`src/rtl/stageReg.sv`:
```
`timescale 1ns/1ps
`default_nettype none

module stageReg #(
    parameter type payload_t = logic [31:0]
) (
    input  logic     Clk,
    input  logic     reset,
    input  logic     hold,
    input  logic     bubble,
    input  payload_t d,
    output payload_t q
);

    // All zeros is a bubble for every payload
    always_ff @(posedge Clk) begin
        if (reset) begin
            q <= '0;
        end else if (!hold) begin
            if (bubble) begin
                q <= '0;
            end else begin
                q <= d;
            end
        end
    end

endmodule

`default_nettype wire
```
`config.mk`:
```
export PLATFORM = sky130hd
export DESIGN_NAME = stageReg
export DESIGN_NICKNAME = d
export VERILOG_FILES = /design/src/rtl/stageReg.sv
export SDC_FILE = /design/constraint.sdc
export NUM_CORES = 1
export LEC_CHECK = 0
export BUFFER_PORTS_ARGS = -buffer_cell sky130_fd_sc_hd__buf_4
export CAP_MARGIN = 25
export CORE_AREA = 2 2 73 75
export CTS_CLUSTER_SIZE = 10
export DETAILED_ROUTE_END_ITERATION = 7
export DIE_AREA = 0 0 75 77
export GPL_TIMING_DRIVEN = 0
export PLACE_DENSITY_LB_ADDON = 0.05
export SLEW_MARGIN = 20
export SYNTH_ARGS = -nofsm -noshare
export SYNTH_HDL_FRONTEND = slang
export SYNTH_SLANG_ARGS = --single-unit
```
`constraint.sdc`:
```
create_clock -name Clk -period 0.8 [get_ports Clk]
set_clock_uncertainty 0.1 [all_clocks]
set_input_delay 0.04 -clock Clk [delete_from_list [all_inputs] [get_ports Clk]]
set_output_delay 0.04 -clock Clk [all_outputs]
set_load 0.005 [all_outputs]
```
After elaboration in Yosys (flattened, before gate mapping). Cells that the tools add are included.

Add/subtract/negate cells: 0. Multiply operators: 0. Div/mod/pow operators: 0. Magnitude comparators: 0. Equal/unequal tests: 0. Shift-type cells: 0. Multiplexer cells: 1. Bitwise operators: 0. Reduce and logical (&&, ||, !) cells: 0.

Operators by type and width (number): $mux 32 (1).

Flip-flop bits (word level): 32. Bits in latches: 0. RAM bits: 0. Bits in read-only memories: 0. Output and inout port bits: 32. Logic and storage cells: 2. Memories kept: 0.

Depth between registers and ports, before layout.
Depth in word-level cells: 1. Mapped depth: 5. Depth with buffers taken out: 2.

Worst setup path before layout. OpenSTA, ideal clock, no wires.

Path type: input to register. From: input port hold. To: register q[10] (netlist name). Setup time: 73 ps. Arrival: 697 ps. Data required time: 627 ps. Path slack: -69 ps. Stages: 5. Path buffers: 3. Cell sequence: buf_6 > or2_1 > buf_6 > buf_6 > o22ai_2.

RTL lines: from (decl) (line 9) `input logic hold,`; to (signal assigned) (line 18) `q <= '0;`; to (signal assigned) (line 21) `q <= '0;`; to (signal assigned) (line 23) `q <= d;`; to (decl) (line 12) `output payload_t q`.

Worst setup path in the final report.
From: register q[12] (netlist name). To: output port q[12] (netlist name).

No word-level cell between the ends.

==> reports/summary.md <==
### Final layout
• 467 — layout filler cell count
• 282 — post-layout net count
• 84.3% — area growth from synthesis to final layout
• q — Most flops, register
• 681 um^2 — register cell area after layout
• q: 32 flops — Largest regs
• 32 — Largest register FFs
• 0.632 — ratio of cells with drive above 1 in the final layout
• 786 um^2 — area taken by multi-input logic gates
• 0 — n_diodes

### Pwr
• 1400 nW/um^2 — cell area power density
• 1.13 nW — static leakage
• 0.00112 V — worst voltage drop across the vdd grid

### Route
• 4 — detailed-router iteration count before antenna repair
• 40 — Detailed Route Iter0 Violations
• 1372 — number of vias in the routed layout
• 4.33 — average vias per placed instance
• 0 — final antenna-violating net count
• 0 — DRC violations left
• 12.7 um — WL/cell
• 4.01 mm — final routed wirelength across all metal layers

### Global routing
• 0 — total grt overflow
• 0.148 — combined global-route utilization of all metal layers
• 0 — number of antenna violations at the first check in global routing
• 11 — pin count of the biggest net entering global routing
• 1451 — number of global-route vias before repair
• 6.47 mm — first-pass GRT wire length

### Synth
• dfxtp_1 (32), nand2_1 (32), nand2b_1 (31) — top cell types by occurrence after synthesis
• 0 — async set-or-reset flop fraction in the synthesized netlist
• 0 — number of warnings issued by yosys
• 32 — total of flip-flops plus latches after synthesis
• 12 — number of distinct standard cells referenced by the synthesized netlist
• 1460 um^2 — netlist area before placement
• 0.438 — sequential area share after synthesis
• dfxtp_1 (44%), o22ai_2 (26%), nand2b_1 (13%) — synth top area cells
• 0.438 — proportion of netlist area held by the largest area contributor
• 0 — number of flops mapped to enable cells by yosys
• dfxtp_1 — cell taking the most area after synthesis
• 10.2 um^2 — synthesized area divided by synthesized cell count
• 144 — number of instances in the synthesized netlist
• 180 — net count after synthesis
• dfxtp_1 — dominant synthesized flop cell

### Placed design
• 65 — port buffer count
• 2.62 mm — DP HPWL
• 0.715 — routability-driven placement congestion ratio

### Worst setup path
• reg2out — kind of critical path
• 0.33 ns — max incr delay on CP
• 0.66 ns — Data required, critical path
• flop — launching element type of the critical path
• 2 — Max Fanout on Critical Path
• 1 — Critical path buffers and inverters
• buf_6 — worst path cell trace
• 0.71 ns — worst endpoint data arrival time
• output pin — endpoint kind of the worst setup timing path
• dfxtp_2 — cell with the largest stage delay on the worst path
• -0.01 ns — Register-to-Register Setup Slack
• flip-flops — largest delay contributor family on the critical path

### Timing
• 3 — final-report hold violation count
• yes — unrepaired setup endpoints after global routing
• 0.710 — max_slew headroom
• 1170 MHz — maximum clock rate
• 1.07 — Final Cycle Share
• 0.853 ns — Final Critical Period
• -0.0702 ns — worst hold slack
• -1.46 ns — final-layout setup total negative slack
• 34 — final setup violation count
• -0.0526 ns — setup slack of the critical path after layout
• 0 — number of pins with negative max-slew slack in the final report
• 0.434 ns — slew at the pin closest to its max-slew limit

### Clock network
• 2 — number of H-tree branching levels
• 5 — Inserted Clock Buffers
• 0.07 ns — clock-pin slew on the worst setup and hold paths
• 0.27 ns — later-pin clock latency in the skew report
• done — CTS tree
• clkbuf_8 — Clk Tree Root Cell
• 32 — clk sink count
• 30 — number of buffers inserted by hold repair at cts
• 2 — buffers from clock root to sink, at most

### Status
• hold timing, setup timing — violations in the final reports
• finished with violations — run status

### Min path
• in2reg — HP Class

### Die
• 0.294 — starting density of the core
• 75 um — width of the chip
• 77 um — Die Height
• 4980 um^2 — core outline area
• 68 — Ports
• 5780 um^2 — area of the die
• 26 — row count

### Flow run
• 0 — number of max-cap violations

## cells by family after synthesis
group,synth area share
buffers and inverters,0.0735
flip-flops,0.438
AND/OR/NAND/NOR,0.225
AO/OA/AOI/OAI,0.264
## metal layers
layer	share of wire	GRT usage
met2	0.51	0.248
met3	0.063	0.0512
met5	0	0
met4	0.032	0.0679
met1	0.40	0.165
## final timing paths
| kind | start | endpoint | depth (start not counted) |
|---|---|---|---|
| min reg2reg | q[30] | q[30] | 2 |
| max reg2reg | q[5] | q[5] | 3 |
| min | bubble | q[30] | 3 |
| max | q[12] | q[12] | 1 |
## timing repair
action	4_1_cts	5_1_grt
gates resized for setup	64	19
pin swaps	0	1
setup buffers	1	0
endpoints found under the setup margin	32	46
hold endpoints to repair	32	3
## per-stage QoR
step | cells | util | cell area (um^2) | worst slack (ns) | power, W
floorplan | 144 | - | 1490 | -0.0560 | 0.00204
global placement | 279 | 0.415 | 2060 | -0.180 | 0.00231
detailed placement | 279 | 0.415 | 2060 | -0.211 | 0.00232
CTS | 318 | 0.527 | 2620 | -0.0669 | 0.00378
global route | 317 | 0.542 | 2700 | -0.0911 | 0.00397
finish | 317 | 0.542 | 2700 | -0.0526 | 0.00376
## final cells by class
class / count / area share
plain buffers: 15 / 0.0506
well taps: 70 / 0.0325
flip-flops and latches: 32 / 0.252
repair buffers: 95 / 0.340
multi-input cells: 97 / 0.291
clock buffers: 8 / 0.0334
## power by group
| part | leakage (nW) | switching (W) | total [W] | internal [W] |
|---|---|---|---|---|
| clock | 0.0455 | 0.000558 | 0.00126 | 0.000701 |
| combinational | 0.810 | 0.000288 | 0.000790 | 0.000502 |
| sequential | 0.275 | 0.0000445 | 0.00171 | 0.00167 |
| total | 1.13 | 0.000890 | 0.00376 | 0.00287 |
## placed cells by master (no fill, tap or decap)
master	count
a21oi_1	1
nand2b_1	22
buf_2	1
dlygate4sd3_1	28
dlymetal6s4s_1	2
buf_6	38
or3b_1	1
clkbuf_8	6
o22ai_2	30
buf_4	33
buf_8	3
nand2_2	1
clkbuf_1	4
nand2b_4	9
nand2_1	31
clkbuf_2	3
dfxtp_2	32
or2_1	1
o22ai_1	1
Note: power is estimated with default switching activity, not from simulation.
