===== config.mk =====
export PLATFORM = sky130hd
export DESIGN_NAME = executeStage
export DESIGN_NICKNAME = d
export VERILOG_FILES = /design/src/rtl/mipsPkg.sv /design/src/rtl/executeStage.sv
export SDC_FILE = /design/constraint.sdc
export NUM_CORES = 1
export LEC_CHECK = 0
export ABC_AREA = 1
export BUFFER_PORTS_ARGS = -buffer_cell sky130_fd_sc_hd__buf_2
export CAP_MARGIN = 20
export CORE_MARGIN = 3
export CORE_UTILIZATION = 56
export DETAILED_ROUTE_END_ITERATION = 12
export PLACE_DENSITY_LB_ADDON = 0.3
export RECOVER_POWER = 100
export SLEW_MARGIN = 20
export SYNTH_ARGS = -nofsm -noshare
export SYNTH_HDL_FRONTEND = slang
export SYNTH_SLANG_ARGS = --single-unit

===== constraint.sdc =====
create_clock -name vclk -period 2.9
set_input_delay 0.29 -clock vclk [all_inputs]
set_output_delay 0.29 -clock vclk [all_outputs]
set_load 0.005 [all_outputs]

===== src/dv/program.hex =====
// One instruction word per line, loaded from address 0
// Columns: hex word, then byte address and assembly
20010005 // 00 addi $1, $0, 5
2002fffd // 04 addi $2, $0, -3
00221820 // 08 add  $3, $1, $2
00222022 // 0c sub  $4, $1, $2
00612825 // 10 or   $5, $3, $1
00223024 // 14 and  $6, $1, $2
0041382a // 18 slt  $7, $2, $1
00014100 // 1c sll  $8, $1, 4
ac030008 // 20 sw   $3, 8($0)
8c090008 // 24 lw   $9, 8($0)
01295020 // 28 add  $10, $9, $9
10210001 // 2c beq  $1, $1, 1
200b0063 // 30 addi $11, $0, 99
14210001 // 34 bne  $1, $1, 1
200c0007 // 38 addi $12, $0, 7
08000011 // 3c j    0x44
200d0063 // 40 addi $13, $0, 99
0c000014 // 44 jal  0x50
200e0063 // 48 addi $14, $0, 99
200f0063 // 4c addi $15, $0, 99
23f00001 // 50 addi $16, $31, 1
08000015 // 54 j    0x54
00000000 // 58 nop
00000000 // 5c nop
00000000 // 60 nop
00000000 // 64 nop
00000000 // 68 nop
00000000 // 6c nop


===== src/rtl/mipsPkg.sv =====
`default_nettype none

package mipsPkg;

    ////////////////////
    // Memory sizes and program image

    localparam int IMEM_DEPTH = 64;
    localparam int DMEM_DEPTH = 64;
    localparam PROGRAM_FILE = "/design/src/dv/program.hex";

    ////////////////////
    // Primary opcodes, bits [31:26]

    localparam logic [5:0] OP_RTYPE = 6'h00;
    localparam logic [5:0] OP_J     = 6'h02;
    localparam logic [5:0] OP_JAL   = 6'h03;
    localparam logic [5:0] OP_BEQ   = 6'h04;
    localparam logic [5:0] OP_BNE   = 6'h05;
    localparam logic [5:0] OP_ADDI  = 6'h08;
    localparam logic [5:0] OP_LW    = 6'h23;
    localparam logic [5:0] OP_SW    = 6'h2b;

    // R-type function codes, bits [5:0]
    localparam logic [5:0] FN_SLL = 6'h00;
    localparam logic [5:0] FN_ADD = 6'h20;
    localparam logic [5:0] FN_SUB = 6'h22;
    localparam logic [5:0] FN_AND = 6'h24;
    localparam logic [5:0] FN_OR  = 6'h25;
    localparam logic [5:0] FN_SLT = 6'h2a;

    typedef enum logic [2:0] {
        ALU_ADD,
        ALU_SUB,
        ALU_AND,
        ALU_OR,
        ALU_SLT,
        ALU_SLL
    } aluOp_t;

    ////////////////////
    // Pipeline payloads

    typedef struct packed {
        logic   regWrite;
        logic   memRead;
        logic   memWrite;
        logic   memToReg;
        logic   aluSrc;
        // jal writes pc + 4
        logic   link;
        aluOp_t aluOp;
    } ctrl_t;

    typedef struct packed {
        logic [31:0] pc;
        logic [31:0] instr;
    } ifId_t;

    typedef struct packed {
        logic [31:0] pc;
        ctrl_t       ctrl;
        logic [31:0] readData1;
        logic [31:0] readData2;
        logic [31:0] imm;
        logic [4:0]  shamt;
        logic [5:0]  funct;
        logic [4:0]  writeReg;
    } idEx_t;

    typedef struct packed {
        logic [31:0] pc;
        ctrl_t       ctrl;
        logic [31:0] aluResult;
        logic [31:0] storeData;
        logic [4:0]  writeReg;
    } exMem_t;

    typedef struct packed {
        logic [31:0] pc;
        ctrl_t       ctrl;
        logic [31:0] aluResult;
        logic [31:0] loadData;
        logic [4:0]  writeReg;
    } memWb_t;

    // Writeback port into the register file
    typedef struct packed {
        logic        enable;
        logic [4:0]  regAddr;
        logic [31:0] data;
    } regWrite_t;

endpackage

`default_nettype wire


===== src/rtl/executeStage.sv =====
`timescale 1ns/1ps
`default_nettype none

module executeStage import mipsPkg::*; (
    input  idEx_t  decoded,
    output exMem_t executed
);

    aluOp_t      op;
    logic        isRtype;
    logic [31:0] srcA;
    logic [31:0] srcB;
    logic [31:0] result;

    // Only R-type writes a register from two register operands
    assign isRtype = decoded.ctrl.regWrite && !decoded.ctrl.aluSrc && !decoded.ctrl.link;

    ////////////////////
    // ALU control

    always_comb begin
        op = decoded.ctrl.aluOp;
        if (isRtype) begin
            case (decoded.funct)
                FN_ADD:  op = ALU_ADD;
                FN_SUB:  op = ALU_SUB;
                FN_AND:  op = ALU_AND;
                FN_OR:   op = ALU_OR;
                FN_SLT:  op = ALU_SLT;
                FN_SLL:  op = ALU_SLL;
                default: op = ALU_ADD;
            endcase
        end
    end

    ////////////////////
    // ALU

    assign srcA = decoded.readData1;
    assign srcB = decoded.ctrl.aluSrc ? decoded.imm : decoded.readData2;

    always_comb begin
        case (op)
            ALU_ADD: result = srcA + srcB;
            ALU_SUB: result = srcA - srcB;
            ALU_AND: result = srcA & srcB;
            ALU_OR:  result = srcA | srcB;
            ALU_SLT: result = {31'd0, $signed(srcA) < $signed(srcB)};
            // Shifts rt, not rs
            ALU_SLL: result = decoded.readData2 << decoded.shamt;
            default: result = srcA + srcB;
        endcase
    end

    always_comb begin
        executed.pc        = decoded.pc;
        executed.ctrl      = decoded.ctrl;
        executed.aluResult = result;
        executed.storeData = decoded.readData2;
        executed.writeReg  = decoded.writeReg;
    end

endmodule

`default_nettype wire


-- Yosys cells after proc, flatten, opt, wreduce, memory -nomap -nowiden
Index checks and enable logic that the tools add are counted.
- register bits: 0
- bits of input ports: 153
- memories: 0
- memory bits (read-only): 0
- bits in writable memories: 0
- bits in latches: 0
- multipliers: 0
- reductions and logical operators: 5
- mux-type cells: 4
- div/mod/pow operators: 0
- bitwise operators: 2
- add/subtract/negate cells: 2
- shift-type cells: 1
- eq/ne operators: 9
- order comparisons: 1
- operators by type and width (cell ; count):
    $pmux 32 s5 ; 1
    $add 32x32->32 ; 1
    $and 32x32->32 ; 1
    $lt 32x32->1 ; 1
    $mux 32 ; 1
    $or 32x32->32 ; 1
    $shl 32x5->32 ; 1
    $sub 32x32->32 ; 1
    $eq 6x6->1 const B ; 4
    $pmux 3 s5 ; 1
    $eq 3x2->1 const B ; 2
    $eq 3x3->1 const B ; 2
    $logic_not 6->1 ; 1
    $eq 3x1->1 const B ; 1
    $mux 3 ; 1
    $logic_and 1x1->1 ; 2
    $logic_not 1->1 ; 2

-- Logic depth before layout (Yosys ltp)
- depth after elaboration: 6
- gate-level depth with buffers: 20
- depth with buffers taken out: 19

-- Worst setup path after synthesis
OpenSTA, ideal clock, no wires.
- kind: input to output
- start point: in decoded[116] (netlist name)
- end point: out executed[65] (netlist name)
- stages on the path: 20
- arrival: 2.397 ns
- data required time: 2.610 ns
- setup slack: 0.213 ns
- cells stage by stage: inv_2 clkbuf_1 or2_2 o21ai_0 inv_1 ha_1 inv_1 fa_1 inv_1 nand3_1 nand3_1 nand2_1 nand2_1 nand2_1 nand2_1 nand2_1 nand2_1 nand2_1 nand3_1 nand3_1
- RTL lines (what ; line ; RTL):
    start: declaration ; executeStage.sv:5 ; input idEx_t decoded,
    end: declaration ; executeStage.sv:6 ; output exMem_t executed

==> run metrics <==
Mapped Cells=1939; global-route wire length before repair=62.45 mm; clkbuf count=0; first-pass detailed-route iteration total=6; share of the clock period used by the worst path after layout=1.029; post-detailed-placement half-perimeter wirelength=34.79 mm; Avg Synthesized Cell Area=4.946 um^2; Worst setup EP type=output port; run status=finished, violations left; maximum number of pins on one net before global-route repair=34; cell type with the highest occurrence count on the critical path=sky130_fd_sc_hd__nand2_1; post-layout min period=2.985 ns; growth of design area from synthesis to finish=36.56%; Crit path depth=19; element type at the critical path start=primary input; proportion of synthesized chip area in sequential cells=0; global route total overflow=0; routed via count=14090; Residual DRC=0; remaining max-slew budget at the tightest pin=0.6348; Hold Path Cell Cnt=0; post-detailed-placement cell area=11700 um^2; Static Leakage=0.007456 uW; buffers and inverters on the worst path=6; die height=136.9 um; post-synth cell types=37; sequential cell count=0; count of maximum capacitance violations=0; required time of the critical path=2.61 ns; die width=136.9 um; type of the worst min-delay path=in -> out; slew of the pin with the lowest slew margin=0.5444 ns; cell with the biggest individual delay on the critical path=sky130_fd_sc_hd__ha_4; number of vias per cell=5.761; Crit path largest cell delay=0.30 ns; Multi-input gate area=8697 um^2; setup slack after placement=-0.4686 ns; violated checks=negative setup slack; Worst Slack Setup Final=-0.08472 ns; fraction of layout instances using a drive strength above 1=0.3115; initial antenna violation count=2; RSZ-0062 raised after global routing=true; final design area excluding fillers=13100 um^2; starting density of the core=0.5742; Die ar.=18730 um^2; cell class contributing the biggest share of worst-path delay=simple AND/OR/NAND/NOR gates; total number of placement rows=47; Core Region=16700 um^2; antenna-violating nets left=0; critical path class=in -> out; total number of yosys warnings=0; Iter 0 DRT Violations=1771; Syn Std Cell Area=9590 um^2; gp weighted congestion=1.020; number of nets in the finished design=2494; # fillers=1311; peak clock frequency supported by timing=335.0 MHz; via count of the first global-routing pass=12230; pwr dens=244.8 nW/um^2; number of buffers added on ports=183; Peak VDD IR=0.1735 mV; cells along the critical path=buf_12 -> inv_8 -> or2_2 -> o21ai_0 -> buf_4 -> buf_4 -> ha_4 -> nand2_1 -> inv_1 -> nand2_1 -> nor3_1 -> o21ai_0 -> nand2_2 -> nand2_1 -> nand2_1 -> nand2_1 -> nand3_1 -> nand3_2 -> buf_2; routed length per instance=18.42 um; final setup violation count=5; global-route usage over all layers=0.4249; maximum fanout along the worst path=12; total nets after synthesis=2206; total I/O pin count=263; final hold violation count=0; power after layout=3206 uW; pins over their slew limit=0; data arrival time at the worst-slack endpoint=2.69 ns; total wire length after detailed routing=45.06 mm; FF/Latch Area=0 um^2
[per-stage QoR]
step | setup TNS, ns | std cells | utilization | hold slack [ns]
floorplan | 0 | 1939 | - | 0.6608
finish | -0.2326 | 2446 | 0.7842 | 0.5800
global placement | -5.812 | 2433 | 0.7007 | 0.5800
global route | -1.210 | 2446 | 0.7842 | 0.5800
CTS | 0 | 2435 | 0.7185 | 0.5800
detailed placement | -6.826 | 2433 | 0.7007 | 0.5800
[cells in the mapped netlist (5+ instances only)]
cell | instances | area, um^2
sky130_fd_sc_hd__clkbuf_1 | 27 | 101.4
sky130_fd_sc_hd__xor2_1 | 20 | 175.2
sky130_fd_sc_hd__nand3_1 | 290 | 1451
sky130_fd_sc_hd__nor2_1 | 171 | 641.9
sky130_fd_sc_hd__inv_1 | 334 | 1254
sky130_fd_sc_hd__o21ai_1 | 14 | 70.07
sky130_fd_sc_hd__or2_2 | 32 | 200.2
sky130_fd_sc_hd__buf_2 | 23 | 115.1
sky130_fd_sc_hd__buf_4 | 81 | 608.1
sky130_fd_sc_hd__o21ai_0 | 53 | 265.3
sky130_fd_sc_hd__ha_1 | 112 | 1401
sky130_fd_sc_hd__o21bai_1 | 6 | 45.04
sky130_fd_sc_hd__nor3_1 | 9 | 45.04
sky130_fd_sc_hd__buf_1 | 5 | 18.77
sky130_fd_sc_hd__nand4_1 | 20 | 125.1
sky130_fd_sc_hd__nand3b_1 | 6 | 45.04
sky130_fd_sc_hd__a21oi_1 | 54 | 270.3
sky130_fd_sc_hd__nand2_1 | 649 | 2436
[kinds of logic after synthesis]
logic type                 synth area share
AOI/OAI and AO/OA                   0.07110
xor gates and xnor gates            0.01918
adders and majority gates            0.1503
buffers and inverters                0.2248
and+or+nand+nor                      0.5346
[metal layers]
layer / track usage / wire [um] / up-vias
met1: 0.5521 / 16960 / 6361
met3: 0.1004 / 5932 / 194
met4: 0.1613 / 2395 / 0
li1: - / - / 6488
met5: 0 / 0 / -
met2: 0.6815 / 19780 / 1048
[final timing paths]
kind         start      endpoint
max   decoded[116]  executed[58]
min     decoded[0]   executed[0]
[power breakdown]
group | switching [uW] | total, uW | internal (uW) | leakage [uW]
logic | 1900 | 3210 | 1310 | 0.00746
clock network | 0 | 0.0000463 | 0.0000463 | 0.00000000634
registers | 0 | 0 | 0 | 0
[area by class of cell]
type / instances / area share
timing repair inverter: 1 / 0.0004777
timing repair buffer: 425 / 0.2167
tap: 220 / 0.02102
multi-input combinational: 1462 / 0.6641
antenna: 1 / 0.0001911
inverter: 337 / 0.09755
[placed cells by master (no fill, tap or decap), types with 8 or more instances in the layout]
cell and instances:
sky130_fd_sc_hd__a21oi_1 30, sky130_fd_sc_hd__inv_1 321, sky130_fd_sc_hd__nand3_1 275, sky130_fd_sc_hd__or2_2 31, sky130_fd_sc_hd__o21ai_2 13, sky130_fd_sc_hd__nand3_2 15, sky130_fd_sc_hd__nand4_1 20, sky130_fd_sc_hd__buf_4 224
sky130_fd_sc_hd__buf_12 8, sky130_fd_sc_hd__nand2_2 64, sky130_fd_sc_hd__o21ai_1 22, sky130_fd_sc_hd__nor2_1 116, sky130_fd_sc_hd__o21ai_0 24, sky130_fd_sc_hd__nor2_2 40, sky130_fd_sc_hd__ha_2 15, sky130_fd_sc_hd__nand2_1 585
sky130_fd_sc_hd__inv_2 12, sky130_fd_sc_hd__ha_1 60, sky130_fd_sc_hd__a21oi_2 23, sky130_fd_sc_hd__nor2_4 21, sky130_fd_sc_hd__ha_4 37, sky130_fd_sc_hd__clkbuf_1 37, sky130_fd_sc_hd__o21ai_4 9, sky130_fd_sc_hd__buf_2 146
sky130_fd_sc_hd__buf_6 9, sky130_fd_sc_hd__xor2_1 19
[repair_timing]
item                       in CTS  in global routing
buffers inserted                1                  9
pin swaps                      10                 42
hold buffers                    0                  0
setup endpoints to repair      29                 27
gates cloned                    1                  1
resized for setup              96                265
(Power assumes the default switching activity.)
