`src/dv/program.hex`:
```
// One instruction word per line, loaded from address 0
// Columns: hex word, then byte address and assembly
20010005 // 00 addi $1, $0, 5
2002fffd // 04 addi $2, $0, -3
00221820 // 08 add  $3, $1, $2
00222022 // 0c sub  $4, $1, $2
00612825 // 10 or   $5, $3, $1
00223024 // 14 and  $6, $1, $2
0041382a // 18 slt  $7, $2, $1
00014100 // 1c sll  $8, $1, 4
ac030008 // 20 sw   $3, 8($0)
8c090008 // 24 lw   $9, 8($0)
01295020 // 28 add  $10, $9, $9
10210001 // 2c beq  $1, $1, 1
200b0063 // 30 addi $11, $0, 99
14210001 // 34 bne  $1, $1, 1
200c0007 // 38 addi $12, $0, 7
08000011 // 3c j    0x44
200d0063 // 40 addi $13, $0, 99
0c000014 // 44 jal  0x50
200e0063 // 48 addi $14, $0, 99
200f0063 // 4c addi $15, $0, 99
23f00001 // 50 addi $16, $31, 1
08000015 // 54 j    0x54
00000000 // 58 nop
00000000 // 5c nop
00000000 // 60 nop
00000000 // 64 nop
00000000 // 68 nop
00000000 // 6c nop

```
`src/rtl/mipsPkg.sv`:
```
`default_nettype none

package mipsPkg;

    ////////////////////
    // Memory sizes and program image

    localparam int IMEM_DEPTH = 64;
    localparam int DMEM_DEPTH = 64;
    localparam PROGRAM_FILE = "/design/src/dv/program.hex";

    ////////////////////
    // Primary opcodes, bits [31:26]

    localparam logic [5:0] OP_RTYPE = 6'h00;
    localparam logic [5:0] OP_J     = 6'h02;
    localparam logic [5:0] OP_JAL   = 6'h03;
    localparam logic [5:0] OP_BEQ   = 6'h04;
    localparam logic [5:0] OP_BNE   = 6'h05;
    localparam logic [5:0] OP_ADDI  = 6'h08;
    localparam logic [5:0] OP_LW    = 6'h23;
    localparam logic [5:0] OP_SW    = 6'h2b;

    // R-type function codes, bits [5:0]
    localparam logic [5:0] FN_SLL = 6'h00;
    localparam logic [5:0] FN_ADD = 6'h20;
    localparam logic [5:0] FN_SUB = 6'h22;
    localparam logic [5:0] FN_AND = 6'h24;
    localparam logic [5:0] FN_OR  = 6'h25;
    localparam logic [5:0] FN_SLT = 6'h2a;

    typedef enum logic [2:0] {
        ALU_ADD,
        ALU_SUB,
        ALU_AND,
        ALU_OR,
        ALU_SLT,
        ALU_SLL
    } aluOp_t;

    ////////////////////
    // Pipeline payloads

    typedef struct packed {
        logic   regWrite;
        logic   memRead;
        logic   memWrite;
        logic   memToReg;
        logic   aluSrc;
        // jal writes pc + 4
        logic   link;
        aluOp_t aluOp;
    } ctrl_t;

    typedef struct packed {
        logic [31:0] pc;
        logic [31:0] instr;
    } ifId_t;

    typedef struct packed {
        logic [31:0] pc;
        ctrl_t       ctrl;
        logic [31:0] readData1;
        logic [31:0] readData2;
        logic [31:0] imm;
        logic [4:0]  shamt;
        logic [5:0]  funct;
        logic [4:0]  writeReg;
    } idEx_t;

    typedef struct packed {
        logic [31:0] pc;
        ctrl_t       ctrl;
        logic [31:0] aluResult;
        logic [31:0] storeData;
        logic [4:0]  writeReg;
    } exMem_t;

    typedef struct packed {
        logic [31:0] pc;
        ctrl_t       ctrl;
        logic [31:0] aluResult;
        logic [31:0] loadData;
        logic [4:0]  writeReg;
    } memWb_t;

    // Writeback port into the register file
    typedef struct packed {
        logic        enable;
        logic [4:0]  regAddr;
        logic [31:0] data;
    } regWrite_t;

endpackage

`default_nettype wire

```
`src/rtl/fetchStage.sv`:
```
`timescale 1ns/1ps
`default_nettype none

module fetchStage import mipsPkg::*; (
    input  logic        Clk,
    input  logic        reset,
    input  logic        stall,
    input  logic        redirect,
    input  logic [31:0] target,
    output ifId_t       fetched
);

    logic [31:0] pc;
    logic [31:0] pcNext;
    logic [31:0] imem [IMEM_DEPTH];

    initial begin
        $readmemh(PROGRAM_FILE, imem);
    end

    ////////////////////
    // Next PC

    always_comb begin
        if (stall) begin
            pcNext = pc;
        end else if (redirect) begin
            pcNext = target;
        end else begin
            pcNext = pc + 32'd4;
        end
    end

    always_ff @(posedge Clk) begin
        if (reset) begin
            pc <= '0;
        end else begin
            pc <= pcNext;
        end
    end

    ////////////////////
    // Instruction ROM, word addressed

    always_comb begin
        fetched.pc    = pc;
        fetched.instr = imem[pc[7:2]];
    end

endmodule

`default_nettype wire

```
`config.mk`:
```
export PLATFORM = sky130hd
export DESIGN_NAME = fetchStage
export DESIGN_NICKNAME = d
export VERILOG_FILES = /design/src/rtl/mipsPkg.sv /design/src/rtl/fetchStage.sv
export SDC_FILE = /design/constraint.sdc
export NUM_CORES = 1
export LEC_CHECK = 0
export BUFFER_PORTS_ARGS = -buffer_cell sky130_fd_sc_hd__buf_2
export CAP_MARGIN = 20
export CORE_MARGIN = 10
export CORE_UTILIZATION = 30
export CTS_CLUSTER_SIZE = 40
export DETAILED_ROUTE_END_ITERATION = 10
export SYNTH_ARGS = -nofsm -noshare
export SYNTH_HDL_FRONTEND = slang
export SYNTH_SLANG_ARGS = --single-unit
```
`constraint.sdc`:
```
create_clock -name Clk -period 2.4 [get_ports Clk]
set_input_delay 0 -clock Clk [delete_from_list [all_inputs] [get_ports Clk]]
set_output_delay 0 -clock Clk [all_outputs]
set_load 0.05 [all_outputs]
```
# --- Yosys cells after proc, flatten, opt, wreduce, memory -nomap -nowiden ---
# Index checks and enable logic that the tools add are counted.
# Widths: inputs -> output; s select.
totals:
  latch_bits: 0
  mem_bits_ro: 0
  output_inout_bits: 64
  ram_bits: 0
  regBits: 32
  inputBits: 36
  word_cells: 3
  memories: 0
classes:
  n_eq_ne: 0
  n_reduce_logical: 0
  shift: 0
  multipliers: 0
  n_lt_le_gt_ge: 0
  addsub: 1
  div: 0
  n_bitwise: 0
  mux: 1
ops:
  columns: ["op", "n"]
  rows:
  - ["$add 32x3->32 const B", 1]
  - ["$mux 32", 1]

# --- Logic depth before layout (Yosys ltp) ---
# Gate-level depths: netlist (run 1).
depth:
  word_depth: 2
  mapped_depth: 7
  mapped_depth_nobuf: 5

# --- Worst setup path after synthesis (run 1) ---
# No wires, ideal clock.
synth_timing:
  path_type: "reg2reg"
  from: "register pc[2]"
  to: "register pc[22]"
  n_path_buf: 1
  t_required_ps: 2326
  path_slack_ps: 225
  path_stages_with_launch: 7
  t_arrival_ps: 2101
  period_less_slack_ps: 2175
  setup_time_ps: 74
  path_cell_list: "dfxtp_1 -> ha_1 -> and3_1 -> clkbuf_1 -> nand4_1 -> or4_1 -> a31oi_1"
synth_between:
  elab_chain_cells: 2
synth_rtl:
  columns: ["element", "line_no", "text"]
  rows:
  - ["start, declared", "fetchStage.sv:13", "logic [31:0] pc;"]
  - ["start signal, assigned", "fetchStage.sv:38", "pc <= pcNext;"]
  - ["$add 32x3->32", "fetchStage.sv:30", "pcNext = pc + 32'd4;"]
  - ["$mux 32", "fetchStage.sv:27", "end else if (redirect) begin"]
# No other way between the ends.
# A chain may end at the register's enable or synchronous reset.

# --- Worst setup path after layout (run 1) ---
layout_timing:
  from: "register pc[4]"
  to: "register pc[31]"
# Same word-level chain as after synthesis.

==> flow_summary.yaml, run 1 <==
status:
  status: "completed"
placement:
  dpl.hpwl_um: 6000
  port_buffers: 67
  gp_congestion: 0.844
  dp_slack_ns: 0.420
finish:
  largest_reg_flops: 32
  final_nets: 402
  layout_commonest_cell: "buf_2"
  area_growth_pct: 15.0
  regMostFlops: "pc"
  fillCellCount: 842
  n_antenna_cell: 0
  top_regs: "pc x32"
  drive_gt1_share_pct: 24.0
  final_util_pct: 35.6
  final_cell_mix: "buf_2 (67), conb_1 (32), dfxtp_1 (32)"
global_route:
  grt_max_degree: 44
  grt_use_total_pct: 12.9
  grt_pass1_vias: 2436
  grt-ovfl-total: 0
  grt_first_pass_wirelength_um: 12600
  grt_antenna_before_repair: 0
power:
  internal-power_mw: 0.899
  pwr-share-clk_pct: 30.0
  power_mw: 1.50
  power.leakage_nw: 1.13
  power_frac_seq_pct: 40.8
  switchingPower_mw: 0.601
  powerDensity_nw_per_um2: 546
  swShare_pct: 40.1
  power_frac_comb_pct: 29.2
  vdd_drop_max_mv: 0.312
logic_synthesis:
  synthesis.area_um2: 2390
  synth_cell_types: 57
  synth_top_family_by_area: "simple AND/OR/NAND/NOR gates"
  yosysSeqAreaShare_pct: 26.8
  synth_compound_area_share_pct: 27.2
  synth_area_per_cell_um2: 7.71
  synth_flop_cell: "dfxtp_1"
  async_reset_ff_share_pct: 0
  yosys.area.top_type: "dfxtp_1"
  synth_area_leaders: "dfxtp_1 (27%), buf_4 (10%), nand3_1 (3.8%)"
  ys_seq_elements: 32
  syn_inst: 310
  synth_fa_ha_area_share_pct: 0.524
  synth_xor_area_share_pct: 0
  synth_top_area_share_pct: 26.8
  muxShareOfSynthArea_pct: 1.26
  synth-simple-area-share_pct: 27.6
  synth_enable_flop_cells: 0
  yosys_warnings: 0
routing:
  ant_nets: 0
  drt_iter0_drc: 186
  wl_per_cell_um: 17.3
  vias: 2571
  route.detailed.drc: 0
  viasPerCell: 5.49
  drt_first_pass_iters: 4
  wl_um: 8110
timing:
  relSlewSlack_pct: 48.3
  hold_ws_ns: 0.00727
  setup_tns_ns: 0
  period_share_pct: 84.4
  drv_slew: 0
  max_freq_mhz: 494
  min_period_ns: 2.03
  hold_violations: 0
  setup_violations: 0
  tightestPinTransition_ns: 0.776
  finalClockSkew_ns: 0.00812
  setup_ws_ns: 0.375
  rsz0062_at_grt: "no"
clock_network:
  cts-resized-gates: 0
  ctsHoldBuffers: 2
  clk_pin_slew_ns: 0.08
  clk_latency_ns: 0.29
  cts_tree: "yes"
  clk_path_buf_depth: 2
  cts_made_buffers: 5
  postCtsSetupBuffers: 0
  cts.sinks: 32
  h-tree-depth: 2
  cts-root-buf: "clkbuf_8"
worst_setup_path:
  r2r_setup_slack_ns: 0.37
  crit_type: "reg2reg"
  cp-end-kind: "register"
  cp.required_ns: 2.57
  slowest_delay_ns: 0.52
  slowest_stage: "and4_1"
  setup.worst_path.start_class: "register"
  critPathMaxFanout: 10
  cp.arrival_ns: 2.20
  crit_chain: "and4_1 -> nand4_4 -> o311a_1 -> or3_1"
die:
  die_x_um: 109
  start_util_pct: 30.9
  pin_count: 100
  dieHeight_um: 109
  fp.dieArea_um2: 11900
  rows: 32
  fp.coreArea_um2: 7730
min_path:
  hold_class: "in2reg"
flow_run:
  maxCapViolations: 0
[area by class of cell]
type | instances | area [um^2] | share of cell area, %
sequential | 32 | 641 | 23.3
multi-input combinational | 245 | 1470 | 53.5
inverter | 7 | 26.3 | 0.956
timing repair buffer | 74 | 393 | 14.3
clock buffer | 8 | 90.1 | 3.28
tap | 102 | 128 | 4.64
[per-stage QoR]
stage,cells,cell area [um^2]
3_3_place_gp,458,2640
2_1_floorplan,341,2510
6_report,468,2750
3_5_place_dp,458,2640
4_1_cts,468,2750
5_1_grt,468,2750
[cell families (layout without fill, tap and decap cells)]
group	Yosys count	count (layout)
adder cells (fa/ha/maj)	1	1
buffers and inverters	64	89
AO/OA/AOI/OAI	89	89
flip-flops	32	32
AND/OR/NAND/NOR	120	120
other	1	32
multiplexers	3	3
[synth_stat cells (all sizes together), types with 3 or more instances]
library cell   n
and2           4
o221ai         5
clkbuf        10
o311ai         5
o21ai          9
nand4         14
mux2i          3
and4           8
nor4           5
buf           47
a32oi          3
dfxtp         32
or4            5
nor2          21
and3           8
nor3           6
nand2         24
a31oi          9
nand3         18
o211ai         5
o31ai          4
o221a          4
a21oi         17
a22oi          9
inv            6
[power by group through the flow]
stage | registers, mW | logic (mW) | clock network [mW]
floorplan | 0.722 | 0.274 | 0
global placement | 0.621 | 0.433 | 0
detailed placement | 0.623 | 0.434 | 0
CTS | 0.611 | 0.437 | 0.453
global route | 0.618 | 0.465 | 0.484
finish | 0.612 | 0.437 | 0.450
[path summary, 6_finish.rpt]
check | from | to | cells past startpoint
max | pc[4]$_SDFFE_PP0N_ | pc[31]$_SDFFE_PP0N_ | 4
min | target[21] | pc[21]$_SDFFE_PP0N_ | 3
max reg2reg | pc[4]$_SDFFE_PP0N_ | pc[31]$_SDFFE_PP0N_ | 4
min reg2reg | pc[0]$_SDFFE_PP0P_ | pc[0]$_SDFFE_PP0P_ | 2
[worst max-delay path, delay by kind of cell (launching register included)]
kind	cells	cell delay, ns
compound gates	1	0.38
flops	1	0.44
simple gates	3	1.09
[per-layer routing]
metal,vias up,share of wire [%],track usage [%]
met1,1211,43,16.7
met4,0,0.88,2.51
met3,8,11,4.60
li1,1239,-,-
met5,-,0,0
met2,113,45,20.2
No activity file was read; power rests on OpenSTA's default activity.
==> run 2, diff against run 1 <==
--- a/config.mk
+++ b/config.mk
@@ -5,6 +5,7 @@
 export SDC_FILE = /design/constraint.sdc
 export NUM_CORES = 1
 export LEC_CHECK = 0
+export ABC_AREA = 1
 export BUFFER_PORTS_ARGS = -buffer_cell sky130_fd_sc_hd__buf_2
 export CAP_MARGIN = 20
 export CORE_MARGIN = 10
==> constraint.sdc (replaced) <==
create_clock -name Clk -period 1.7 [get_ports Clk]
set_input_delay 0 -clock Clk [delete_from_list [all_inputs] [get_ports Clk]]
set_output_delay 0 -clock Clk [all_outputs]
set_load 0.05 [all_outputs]
==> run 2 against run 1 <==
  * Routed wire length is 1.7% lower
  * Sequential share of layout area is 1.6 points lower
  * Clock power grew 40%
  * Final area increased by 7.8%
  * Non-clock buffer count rose by 11
  * Highest routed layer unchanged
  * Register-to-register slack worse by 0.20 ns
  * Count of clock-buffer cells in the layout is 2 lower
  * Largest power group unchanged
  * Synthesized cell count is 21% higher
  * Sequential cell count is the same
==> flow_summary.yaml, run 2 <==
status:
  status: "completed"
finish:
  final_util_pct: 37.9
  largest_reg_flops: 32
  final_nets: 491
  final_cell_mix: "nand2_1 (90), buf_2 (67), inv_1 (35)"
  regMostFlops: "pc"
  multi_input_area_um2: 1470
  seqCellArea_um2: 644
  fillCellCount: 868
  n_antenna_cell: 0
  top_regs: "pc x32"
  drive_gt1_share_pct: 27.3
  layout_commonest_cell: "nand2_1"
  area_growth_pct: 22.1
clock_network:
  cts_tree: "yes"
  cts-resized-gates: 0
  postCtsSetupBuffers: 0
  clk_pin_slew_ns: 0.08
  h-tree-depth: 2
  cts_made_buffers: 5
  clk_latency_ns: 0.29
  cts-root-buf: "clkbuf_8"
  ctsHoldBuffers: 7
  clk_path_buf_depth: 2
  cts.sinks: 32
timing:
  relSlewSlack_pct: 60.2
  finalClockSkew_ns: 0.00671
  hold_violations: 0
  rsz0062_at_grt: "no"
  max_freq_mhz: 656
  setup_violations: 0
  min_period_ns: 1.52
  drv_slew: 0
  tightestPinTransition_ns: 0.596
  period_share_pct: 89.7
  setup_tns_ns: 0
routing:
  viasPerCell: 4.59
  vias: 2556
  route.detailed.drc: 0
  wl_um: 7980
  drt_iter0_drc: 201
  drt_first_pass_iters: 4
  wl_per_cell_um: 14.3
  ant_nets: 0
logic_synthesis:
  synth_enable_flop_cells: 0
  synth_cell_types: 33
  synth.most_common_cell: "nand2_1"
  ys_top_cells_by_count: "nand2_1 (90), inv_1 (35), buf_4 (34), nor2_1 (33), dfxtp_1 (32)"
  yosys_warnings: 0
  synthesis.area_um2: 2430
  yosys.area.top_type: "dfxtp_1"
  synth_flop_cell: "dfxtp_1"
  synth_area_per_cell_um2: 6.49
  syn_inst: 374
  yosysSeqAreaShare_pct: 26.4
  ys_seq_elements: 32
  synth_area_leaders: "dfxtp_1 (26%), nand2_1 (14%), buf_4 (11%)"
  synth_top_area_share_pct: 26.4
  async_reset_ff_share_pct: 0
global_route:
  grt_util_met1_pct: 15.9
  grt_use_total_pct: 13.0
  top_usage_layer: "met2"
  grt.met3_usage_pct: 3.34
  grt_antenna_before_repair: 0
  grt_pass1_vias: 2493
  grt_first_pass_wirelength_um: 12600
  grt_max_degree: 19
  grt-ovfl-total: 0
  grt_use_met2_pct: 22.4
worst_setup_path:
  r2r_start: "pc[15]$_SDFFE_PP0N_"
  cp.depth: 9
  setup.worst_path.start_class: "register"
  timing.rr.end: "pc[25]$_SDFFE_PP0N_"
  cp-endpoint: "pc[25]$_SDFFE_PP0N_"
  cp-end-kind: "register"
  slowest_delay_ns: 0.43
  crit_type: "reg2reg"
  cp.required_ns: 1.87
  r2r_setup_slack_ns: 0.18
  crit_chain: "nand2_1 -> nor2_1 -> nand2_1 -> nor2_4 -> nand2_1 -> nand2_1 -> nand3_1 -> nand2_1 -> a21oi_2"
  cp_top_family: "simple AND/OR/NAND/NOR gates"
  slowest_stage: "dfxtp_1"
  path_buf_inv: 0
  r2r_cells: 9
  cp.arrival_ns: 1.69
  crit_start: "pc[15]$_SDFFE_PP0N_"
  cp_common_cell: "nand2_1"
  critPathMaxFanout: 5
placement:
  dpl.hpwl_um: 6370
  gp_congestion: 0.891
  port_buffers: 67
die:
  start_util_pct: 31.1
  dieHeight_um: 110
  pin_count: 100
  die_x_um: 110
  rows: 32
  fp.dieArea_um2: 12100
  fp.coreArea_um2: 7810
power:
  power.leakage_nw: 1.37
  vdd_drop_max_mv: 0.454
  powerDensity_nw_per_um2: 742
  power_mw: 2.20
flow_run:
  maxCapViolations: 0
min_path:
  hold_class: "in2reg"
-- run 2: how the worst min path moves through the flow --
stage / start / depth (start not counted) / to / slack, ns
floorplan: reset / 1 / pc[4]$_SDFFE_PP0N_ / 0.06
CTS: target[16] / 3 / pc[16]$_SDFFE_PP0N_ / 0.003
global route: target[8] / 3 / pc[8]$_SDFFE_PP0N_ / 0.02
global placement: target[1] / 3 / pc[1]$_SDFFE_PP0P_ / 0.23
detailed placement: target[1] / 3 / pc[1]$_SDFFE_PP0P_ / 0.24
finish: target[11] / 3 / pc[11]$_SDFFE_PP0N_ / 0.0009
-- run 2: layout make-up --
| class | count | share of cell area [%] |
|---|---|---|
| Clock inverter | 2 | 0.338 |
| Timing Repair Buffer | 85 | 16.5 |
| Inverter | 37 | 4.69 |
| Clock buffer | 6 | 2.79 |
| Tap cell | 102 | 4.31 |
| Multi-Input combinational cell | 293 | 49.7 |
| Sequential cell | 32 | 21.7 |
-- run 2: report_power, final --
part           leakage (nW)  total (mW)  switching [mW]  internal [mW]
registers             0.265       0.870          0.0669          0.803
logic                  1.05       0.697           0.530          0.167
clock network        0.0510       0.631           0.307          0.323
total                  1.37        2.20           0.905           1.29
-- run 2: cells by family after synthesis --
logic type / after synthesis / synth area share, %
AO/OA/AOI/OAI: 61 / 14.9
XOR/XNOR: 9 / 3.25
adder cells (fa/ha/maj): 1 / 0.516
buffers and inverters: 80 / 17.7
flip-flops: 32 / 26.4
other: 1 / 0.155
AND/OR/NAND/NOR: 190 / 37.0
-- run 2: tightest hold or removal path: cells and delay by family --
family / cells / cell delay [ns]
AO/OA/AOI/OAI: 1 / 0.08
buffers and inverters: 1 / 0.08
AND/OR/NAND/NOR: 1 / 0.09
-- run 2: stage by stage --
| stage | instance area [um^2] | hold slack (ns) | std cells | worst slack (ns) |
|---|---|---|---|---|
| finish | 2960 | 0.000926 | 557 | 0.176 |
| global route | 2960 | 0.0163 | 557 | 0.0139 |
| CTS | 2960 | 0.00288 | 557 | 0.174 |
| detailed placement | 2800 | 0.244 | 542 | 0.188 |
| global placement | 2800 | 0.225 | 542 | 0.228 |
| floorplan | 2550 | 0.0620 | 405 | 0.000968 |
-- run 2: layer usage --
metal,vias to the layer above,wire length [um]
li1,1305,-
met1,1158,3570
met2,90,3710
met3,3,671
met4,0,28
met5,-,0
